File: src/source/omega_cfg.svh
`ifndef OMEGA_CFG_SVH
`define OMEGA_CFG_SVH

// field is GF(2^8) with x^8+x^4+x^3+x^2+1
// only the low byte is kept, the x^8 term is implied
`define OMEGA_GF_POLY 8'h1d

// bits in one field element
`define OMEGA_GF_WIDTH 8

// rows and columns of the block matrix
`define OMEGA_DIM 4

// one block, 16 bytes, row 0 column 0 in the top byte
`define OMEGA_BLOCK_WIDTH 128

// coefficient rows, column 0 in the high byte
// each row holds the powers 0..3 of one element: 1, 2, 6 and 8
`define OMEGA_COEF_ROW0 32'h01_01_01_01

`define OMEGA_COEF_ROW1 32'h01_02_04_08

`define OMEGA_COEF_ROW2 32'h01_06_14_78

// 8^3 wraps past x^8 and reduces to 3a
`define OMEGA_COEF_ROW3 32'h01_08_40_3a

`endif

File: src/source/gf_pkg.sv
`include "omega_cfg.svh"

package gf_pkg;

    // one element of GF(2^8)
    typedef logic [`OMEGA_GF_WIDTH-1:0] gf_elem_t;

    // four coefficients of one matrix row
    // index DIM-1 is column 0, so the word reads left to right
    typedef gf_elem_t [`OMEGA_DIM-1:0] gf_coef_row_t;

    // coefficient for column k of a row
    function automatic gf_elem_t coef_at(
        input gf_coef_row_t row,
        input int unsigned  k
    );
        gf_elem_t c;
        c = row[`OMEGA_DIM-1-k];
        return c;
    endfunction

endpackage

File: src/source/omega_pkg.sv
`include "omega_cfg.svh"

package omega_pkg;

    import gf_pkg::*;

    // one matrix column, row 0 in the high byte
    typedef struct packed {
        gf_elem_t row0;
        gf_elem_t row1;
        gf_elem_t row2;
        gf_elem_t row3;
    } omega_column_t;

    // one matrix row, column 0 in the high byte
    typedef struct packed {
        gf_elem_t col0;
        gf_elem_t col1;
        gf_elem_t col2;
        gf_elem_t col3;
    } omega_row_t;

    // full block, rows in bus order
    typedef struct packed {
        omega_row_t row0;
        omega_row_t row1;
        omega_row_t row2;
        omega_row_t row3;
    } omega_matrix_t;

    // flat at the ports, byte matrix inside the transform
    typedef union packed {
        logic [`OMEGA_BLOCK_WIDTH-1:0] word;
        omega_matrix_t                 matrix;
    } omega_block_u;

endpackage

File: src/source/gf_mul.sv
`timescale 1ns/1ps

`include "omega_cfg.svh"

module gf_mul
    import gf_pkg::*;
#(
    parameter gf_elem_t COEF = 8'h01
) (
    input  gf_elem_t elem,
    output gf_elem_t product
);

    // running product of the shift-and-add loop
    gf_elem_t acc;

    // multiply by x, then fold x^8 back in
    function automatic gf_elem_t xtime(input gf_elem_t a);
        gf_elem_t shifted;
        shifted = {a[`OMEGA_GF_WIDTH-2:0], 1'b0};
        if (a[`OMEGA_GF_WIDTH-1]) begin
            shifted = shifted ^ `OMEGA_GF_POLY;
        end
        return shifted;
    endfunction

    // horner form, msb of the coefficient first
    always_comb begin
        acc = '0;
        for (int i = `OMEGA_GF_WIDTH-1; i >= 0; i--) begin
            acc = xtime(acc);
            if (COEF[i]) begin
                acc = acc ^ elem;
            end
        end
    end

    // COEF is fixed, so the loop folds into a plain xor network
    assign product = acc;

endmodule

File: src/source/gf_dot4.sv
`timescale 1ns/1ps

`include "omega_cfg.svh"

module gf_dot4
    import gf_pkg::*;
    import omega_pkg::*;
#(
    parameter gf_coef_row_t COEF_ROW = `OMEGA_COEF_ROW0
) (
    input  omega_column_t column,
    output gf_elem_t      sum
);

    // column bytes by row index
    gf_elem_t col_elem [`OMEGA_DIM];

    // one product per coefficient
    gf_elem_t prod [`OMEGA_DIM];

    gf_elem_t acc;

    assign col_elem[0] = column.row0;
    assign col_elem[1] = column.row1;
    assign col_elem[2] = column.row2;
    assign col_elem[3] = column.row3;

    // coefficient k pairs with row k of the column
    for (genvar k = 0; k < `OMEGA_DIM; k++) begin : g_term
        gf_mul #(
            .COEF (coef_at(COEF_ROW, k))
        ) u_mul (
            .elem    (col_elem[k]),
            .product (prod[k])
        );
    end

    // gf addition is xor
    always_comb begin
        acc = '0;
        for (int k = 0; k < `OMEGA_DIM; k++) begin
            acc = acc ^ prod[k];
        end
    end

    assign sum = acc;

endmodule

File: src/source/column_mix.sv
`timescale 1ns/1ps

`include "omega_cfg.svh"

module column_mix
    import gf_pkg::*;
    import omega_pkg::*;
(
    input  logic          clk,
    input  logic          rst_n,
    input  logic          load,
    input  omega_column_t column_in,
    output omega_column_t column_out
);

    // one coefficient row per output row
    localparam gf_coef_row_t COEF [`OMEGA_DIM] = '{
        `OMEGA_COEF_ROW0,
        `OMEGA_COEF_ROW1,
        `OMEGA_COEF_ROW2,
        `OMEGA_COEF_ROW3
    };

    // combinational result, one byte per row
    gf_elem_t mix [`OMEGA_DIM];

    omega_column_t mix_col;

    omega_column_t col_q;

    for (genvar r = 0; r < `OMEGA_DIM; r++) begin : g_row
        gf_dot4 #(
            .COEF_ROW (COEF[r])
        ) u_dot (
            .column (column_in),
            .sum    (mix[r])
        );
    end

    always_comb begin
        mix_col.row0 = mix[0];
        mix_col.row1 = mix[1];
        mix_col.row2 = mix[2];
        mix_col.row3 = mix[3];
    end

    // result holds between loads
    always_ff @(posedge clk or negedge rst_n) begin
        if (!rst_n) begin
            col_q <= '0;
        end else if (load) begin
            col_q <= mix_col;
        end
    end

    assign column_out = col_q;

endmodule

File: src/source/omega_transform.sv
`timescale 1ns/1ps

`include "omega_cfg.svh"

module omega_transform
    import gf_pkg::*;
    import omega_pkg::*;
(
    input  logic                          clk,
    input  logic                          rst_n,
    input  logic                          in_valid,
    input  logic [`OMEGA_BLOCK_WIDTH-1:0] data_in,
    output logic                          out_valid,
    output logic [`OMEGA_BLOCK_WIDTH-1:0] data_out
);

    // captured input block
    omega_block_u block_q;

    // rebuilt output block
    omega_block_u block_out;

    // stage 1 valid, lines up with block_q
    logic valid_s1;

    // stage 2 valid, lines up with the column registers
    logic valid_s2;

    omega_column_t col_in  [`OMEGA_DIM];
    omega_column_t col_out [`OMEGA_DIM];

    always_ff @(posedge clk) begin
        if (in_valid) begin
            block_q.word <= data_in;
        end
    end

    always_ff @(posedge clk or negedge rst_n) begin
        if (!rst_n) begin
            valid_s1 <= 1'b0;
            valid_s2 <= 1'b0;
        end else begin
            valid_s1 <= in_valid;
            valid_s2 <= valid_s1;
        end
    end

    // column c takes byte c of every row
    always_comb begin
        col_in[0] = {block_q.matrix.row0.col0, block_q.matrix.row1.col0,
                     block_q.matrix.row2.col0, block_q.matrix.row3.col0};
        col_in[1] = {block_q.matrix.row0.col1, block_q.matrix.row1.col1,
                     block_q.matrix.row2.col1, block_q.matrix.row3.col1};
        col_in[2] = {block_q.matrix.row0.col2, block_q.matrix.row1.col2,
                     block_q.matrix.row2.col2, block_q.matrix.row3.col2};
        col_in[3] = {block_q.matrix.row0.col3, block_q.matrix.row1.col3,
                     block_q.matrix.row2.col3, block_q.matrix.row3.col3};
    end

    for (genvar c = 0; c < `OMEGA_DIM; c++) begin : g_col
        column_mix u_mix (
            .clk        (clk),
            .rst_n      (rst_n),
            .load       (valid_s1),
            .column_in  (col_in[c]),
            .column_out (col_out[c])
        );
    end

    // back to row-major order for the bus
    always_comb begin
        block_out.matrix.row0 = {col_out[0].row0, col_out[1].row0,
                                 col_out[2].row0, col_out[3].row0};
        block_out.matrix.row1 = {col_out[0].row1, col_out[1].row1,
                                 col_out[2].row1, col_out[3].row1};
        block_out.matrix.row2 = {col_out[0].row2, col_out[1].row2,
                                 col_out[2].row2, col_out[3].row2};
        block_out.matrix.row3 = {col_out[0].row3, col_out[1].row3,
                                 col_out[2].row3, col_out[3].row3};
    end

    assign data_out  = block_out.word;
    assign out_valid = valid_s2;

endmodule

File: config.mk
export PLATFORM = sky130hd
export DESIGN_NAME = omega_transform
export DESIGN_NICKNAME = d
export VERILOG_FILES = /design/src/source/gf_pkg.sv /design/src/source/omega_pkg.sv /design/src/source/gf_mul.sv /design/src/source/gf_dot4.sv /design/src/source/column_mix.sv /design/src/source/omega_transform.sv
export VERILOG_INCLUDE_DIRS = /design/src /design/src/source
export SDC_FILE = /design/constraint.sdc
export NUM_CORES = 1
export LEC_CHECK = 0
export ABC_AREA = 0
export BUFFER_PORTS_ARGS = -buffer_cell sky130_fd_sc_hd__buf_2
export CAP_MARGIN = 40
export CORE_MARGIN = 5
export CORE_UTILIZATION = 60
export CTS_CLUSTER_SIZE = 14
export DETAILED_ROUTE_END_ITERATION = 8
export PLACE_DENSITY = 0.92
export SETUP_SLACK_MARGIN = 0.5
export SLEW_MARGIN = 20
export SYNTH_ARGS = -nofsm -noshare
export SYNTH_HDL_FRONTEND = slang
export SYNTH_SLANG_ARGS = --single-unit
File: constraint.sdc
create_clock -name clk -period 3.83 [get_ports clk]
set_input_delay 0.766 -clock clk [delete_from_list [all_inputs] [get_ports clk]]
set_output_delay 0.766 -clock clk [all_outputs]
set_load 0.01 [all_outputs]
Word-level counts from Yosys, hierarchy flattened
Cells that the tools add are included.
{"block": "totals", "register_bits": 258, "in_bits": 131, "elab_cells": 267}
{"block": "op_classes", "mux": 88, "n_bitwise": 160}
{"operator": "bitwise XOR 8 bit", "n": 72}
{"operator": "two-way mux 5 bit", "n": 88}
{"operator": "inverter 4 bit", "n": 88}

Longest topological paths before layout
{"block": "logic_depth", "word_depth": 16, "ltp_mapped": 6}

Hierarchy
A second synthesis with hierarchy kept.
{"block": "unflattened", "hier_cells": 1444, "hier_area_um2": 18687.9}
{"module": "column_mix", "instances": 4, "cells_each": 68, "area_each_um2": 1345.0, "seq_area_each_um2": 800.8}
{"module": "omega_transform", "instances": 1, "cells_each": 130, "area_each_um2": 3893.7, "seq_area_each_um2": 3893.7}
{"module": "gf_dot4", "instances": 16, "cells_each": 24, "area_each_um2": 210.2, "seq_area_each_um2": 0.0}
{"module": "gf_mul at g_col[0].u_mix.g_row[0].u_dot.g_term[0].u_mul ...", "instances": 28, "cells_each": 8, "area_each_um2": 60.1, "seq_area_each_um2": 0.0}
{"module": "gf_mul at g_col[0].u_mix.g_row[1].u_dot.g_term[3].u_mul ...", "instances": 8, "cells_each": 11, "area_each_um2": 92.6, "seq_area_each_um2": 0.0}
{"module": "gf_mul at g_col[1].u_mix.g_row[2].u_dot.g_term[3].u_mul ...", "instances": 3, "cells_each": 18, "area_each_um2": 214.0, "seq_area_each_um2": 0.0}
{"module": "gf_mul at g_col[0].u_mix.g_row[3].u_dot.g_term[3].u_mul ...", "instances": 4, "cells_each": 15, "area_each_um2": 153.9, "seq_area_each_um2": 0.0}
{"module": "gf_mul at g_col[0].u_mix.g_row[3].u_dot.g_term[2].u_mul ...", "instances": 4, "cells_each": 15, "area_each_um2": 138.9, "seq_area_each_um2": 0.0}
{"module": "gf_mul at g_col[0].u_mix.g_row[2].u_dot.g_term[2].u_mul ...", "instances": 4, "cells_each": 12, "area_each_um2": 121.4, "seq_area_each_um2": 0.0}
{"module": "gf_mul at g_col[0].u_mix.g_row[2].u_dot.g_term[1].u_mul ...", "instances": 4, "cells_each": 11, "area_each_um2": 103.8, "seq_area_each_um2": 0.0}
{"module": "gf_mul at g_col[0].u_mix.g_row[1].u_dot.g_term[2].u_mul ...", "instances": 4, "cells_each": 8, "area_each_um2": 95.1, "seq_area_each_um2": 0.0}
{"module": "gf_mul at g_col[0].u_mix.g_row[2].u_dot.g_term[3].u_mul", "instances": 1, "cells_each": 16, "area_each_um2": 279.0, "seq_area_each_um2": 0.0}
{"module": "gf_mul at g_col[0].u_mix.g_row[1].u_dot.g_term[1].u_mul ...", "instances": 4, "cells_each": 8, "area_each_um2": 63.8, "seq_area_each_um2": 0.0}

Worst setup path after synthesis
Ideal clock, no wire load.
{"block": "synth_timing", "kind": "register to register", "startpoint": "register block_q[94] in the netlist's numbering", "endpoint": "register g_col[0].u_mix.col_q (netlist bit g_col[0].u_mix.column_out[12])", "t_arrival_ns": 1.909, "path_slack_ns": 1.797, "path_stages_with_launch": 6, "synth_period_minus_slack_ns": 2.033, "cell_sequence": "edfxtp_1 > xnor3_2 > xnor2_2 > xnor3_1 > xnor2_1 > mux2_2"}
{"block": "synth_via", "elab_chain_len": 5}
{"element": "start, declared", "line_no": "omega_transform.sv:18", "text": "omega_block_u block_q;"}
{"element": "bitwise XOR 8 bit", "line_no": "gf_mul.sv:33", "text": "acc = acc ^ elem;"}
{"element": "two-way mux 5 bit", "line_no": "gf_mul.sv:21", "text": "if (a[`OMEGA_GF_WIDTH-1]) begin"}
{"element": "bitwise XOR 8 bit (3 in a row)", "line_no": "gf_dot4.sv:42", "text": "acc = acc ^ prod[k];"}
{"element": "end signal, assigned", "line_no": "column_mix.sv:52", "text": "col_q <= mix_col;"}
{"element": "end, declared", "line_no": "column_mix.sv:29", "text": "omega_column_t col_q;"}
No other way between the ends.
A chain may end at the register's enable or synchronous reset.

Final worst setup path
{"block": "layout_timing", "startpoint": "register block_q[70] in the netlist's numbering", "endpoint": "register g_col[3].u_mix.col_q (netlist bit g_col[3].u_mix.column_out[12])"}
{"block": "layout_via", "elab_chain_len": 5}
{"element": "bitwise XOR 8 bit", "line_no": "gf_mul.sv:33"}
{"element": "two-way mux 5 bit", "line_no": "gf_mul.sv:21"}
{"element": "bitwise XOR 8 bit (3 in a row)", "line_no": "gf_dot4.sv:42"}
{"element": "end signal, assigned", "line_no": "column_mix.sv:52"}
{"element": "end, declared", "line_no": "column_mix.sv:29"}
No other way between the ends.

==> metrics.cfg <==
[critical_path]
critPathBufInv=0
slowest_delay_ns=0.60
cp_slowest_cell=xor2_1
path_cells=xor2_1 > xnor2_1 > xnor2_1 > xnor3_1 > mux2_2
start_kind=register
required_ns=4.24
crit_arrival_ns=2.68
crit_path_frequent_cell=xnor2_1
cp-end-kind=register
critPathTopFamily=XOR/XNOR gates
crit_path_max_fanout=5
crit_type=register to register

[sta]
holdWs_ns=0.241
tightest_slew_ns=0.734
tns_ns=0
rsz0062_at_grt=no
finalSetupViolations=0
skew_ns=0.0107
min_period_ns=2.28
fmax_ghz=0.440
final_hold_viol_count=0
relSlewSlack_pct=51.0
final_max_slew_viol_count=0
min_period_over_period_pct=59.4

[power]
power_density_mw_per_mm2=683
leakage_nw=6.48
ir_drop_mv=0.545

[status]
status=finished clean

[yosys]
synth_warnings=0
netlist-cell-type-count=19
ys_ff_latch=258
synthCells=1089
syn_area_mm2=0.0140
yosysSeqAreaShare_pct=50.7
syn-num-nets=1220
synth.avg_cell_area_um2=12.9

[global_route]
grtUsageTotal_pct=24.8
grt_overflow=0
grt_max_degree=103
grt_pass1_vias=9235
grt_pass1_wl_mm=51.0
antenna_found_initial=0

[route]
first_pass_iters=6
num_vias=8611
antenna_left=0
drc=0
viasPerCell=5.23
initialDrtViolationCount=527
wl_per_cell_um=20.1
wirelength_mm=33.0

[layout]
layout.nets=1444
syn2layout_area_growth_pct=16.9
multiInputGateArea_mm2=0.00658
drive_above_1_share_pct=27.5
nFillCells=1507
antenna_cells=0
ff_latch_area_mm2=0.00710

[die]
die_h_um=163
die_area_mm2=0.0265
num_rows=55
start_util_pct=61.5
coreArea_mm2=0.0228
die-width_um=163
ios=260

[clock_network]
cts_buffers=27
htree_levels=1
post_cts_buffers=0
clock_latency_ns=0.52
cts_hold_buf=0
clock_sinks=258
cts.repair.resized=0
clkSlewWorstSetupHoldPaths_ns=0.06
cts-root-to-sink-buffers=3
cts_tree=done
root_buffer=clkbuf_16

[placement]
io_buffers=259
gp_congestion=0.909
dp_hpwl_mm=24.6

[min_path]
hp-class=input pin to asynchronous set/reset pin

[run]
cap_violations=0

state kept, by name (all words and copies together) (netlist names):
| name | cells |
|---|---|
| out_valid | 1 |
| block_q | 128 |
| valid_s1 | 1 |
| g_col.u_mix.column_out | 128 |
Yosys cell counts, drive strengths merged:
library cell,number,share of area (%)
buf,39,1.5
clkbuf,30,0.80
nor2,88,2.4
xnor3,23,3.7
xor2,96,6.3
a21oi,88,3.1
edfxtp,128,27
inv,2,0.054
mux2i,2,0.14
dfrtp,130,23
mux2,38,3.1
xor3,4,0.68
xnor2,421,28
path summary, 6_finish.rpt:
path	start	endpoint	slack, ns	cells past startpoint
max	block_q[70]$_DFFE_PP_	g_col[3].u_mix.column_out[12]$_DFFE_PN0P_	1.55	5
min	rst_n	g_col[0].u_mix.column_out[19]$_DFFE_PN0P_	0.24	1
max reg2reg	block_q[70]$_DFFE_PP_	g_col[3].u_mix.column_out[12]$_DFFE_PN0P_	1.55	5
min reg2reg	g_col[0].u_mix.column_out[21]$_DFFE_PN0P_	g_col[0].u_mix.column_out[21]$_DFFE_PN0P_	0.50	1
max in group asynchronous	rst_n	g_col[1].u_mix.column_out[3]$_DFFE_PN0P_	2.77	2
min in group clk	data_in[112]	block_q[112]$_DFFE_PP_	0.41	1
report_power, final:
group	switching, mW	total, mW	internal (mW)
clock network	1.05	2.67	1.62
registers	0.576	4.20	3.62
logic	2.09	4.32	2.22
total	3.72	11.2	7.47
cells in the final DEF (no fill, tap or decap), drive strengths merged, types with 23 or more instances in the layout:
| cell type | synthesis | final |
|---|---|---|
| mux2 | 38 | 38 |
| nor2 | 88 | 88 |
| clkbuf | 30 | 40 |
| xnor2 | 421 | 421 |
| a21oi | 88 | 88 |
| xor2 | 96 | 96 |
| buf | 39 | 264 |
| edfxtp | 128 | 128 |
| xnor3 | 23 | 23 |
| dfrtp | 130 | 130 |
per-layer routing:
| metal | vias up | routed length [um] | global-route usage, % |
|---|---|---|---|
| met5 | - | 0 | 0 |
| met4 | 0 | 1080 | 7.51 |
| met3 | 75 | 2200 | 4.30 |
| met2 | 354 | 16500 | 42.1 |
| met1 | 4191 | 13300 | 32.9 |
| li1 | 3991 | - | - |
cell families (layout without fill, tap and decap cells):
| group | count (synthesis) | count (layout) | synth area share (%) |
|---|---|---|---|
| buffers and inverters | 71 | 315 | 2.32 |
| XOR/XNOR | 544 | 544 | 38.3 |
| AO/OA/AOI/OAI | 88 | 88 | 3.15 |
| flip-flops | 258 | 258 | 50.7 |
| AND/OR/NAND/NOR | 88 | 88 | 2.36 |
| multiplexers | 40 | 40 | 3.20 |
worst register-to-register path: stages (launching register included):
cell and delay [ns]:
edfxtp_1 0.56, xor2_1 0.60, xnor2_1 0.20, xnor2_1 0.28
xnor3_1 0.26, mux2_2 0.27
stage by stage:
step	cells	setup WS, ns	utilization (%)	area [um^2]	power, mW
2_1_floorplan	1089	1.80	-	14000	7.15
3_3_place_gp	1597	1.65	67.8	15500	8.40
3_5_place_dp	1597	1.63	67.8	15500	8.55
4_1_cts	1646	1.57	71.8	16400	11.3
5_1_grt	1646	1.45	71.8	16400	11.8
6_report	1646	1.55	71.8	16400	11.2
cell type report:
type | count | area share (%)
Clock buffer | 40 | 4.80
Clock inverter | 9 | 0.765
Inverter | 2 | 0.0459
Multi-Input combinational cell | 760 | 40.2
Sequential cell | 258 | 43.4
Tap cell | 313 | 2.39
Timing Repair Buffer | 264 | 8.43
Power figures use the tool's default switching activity.
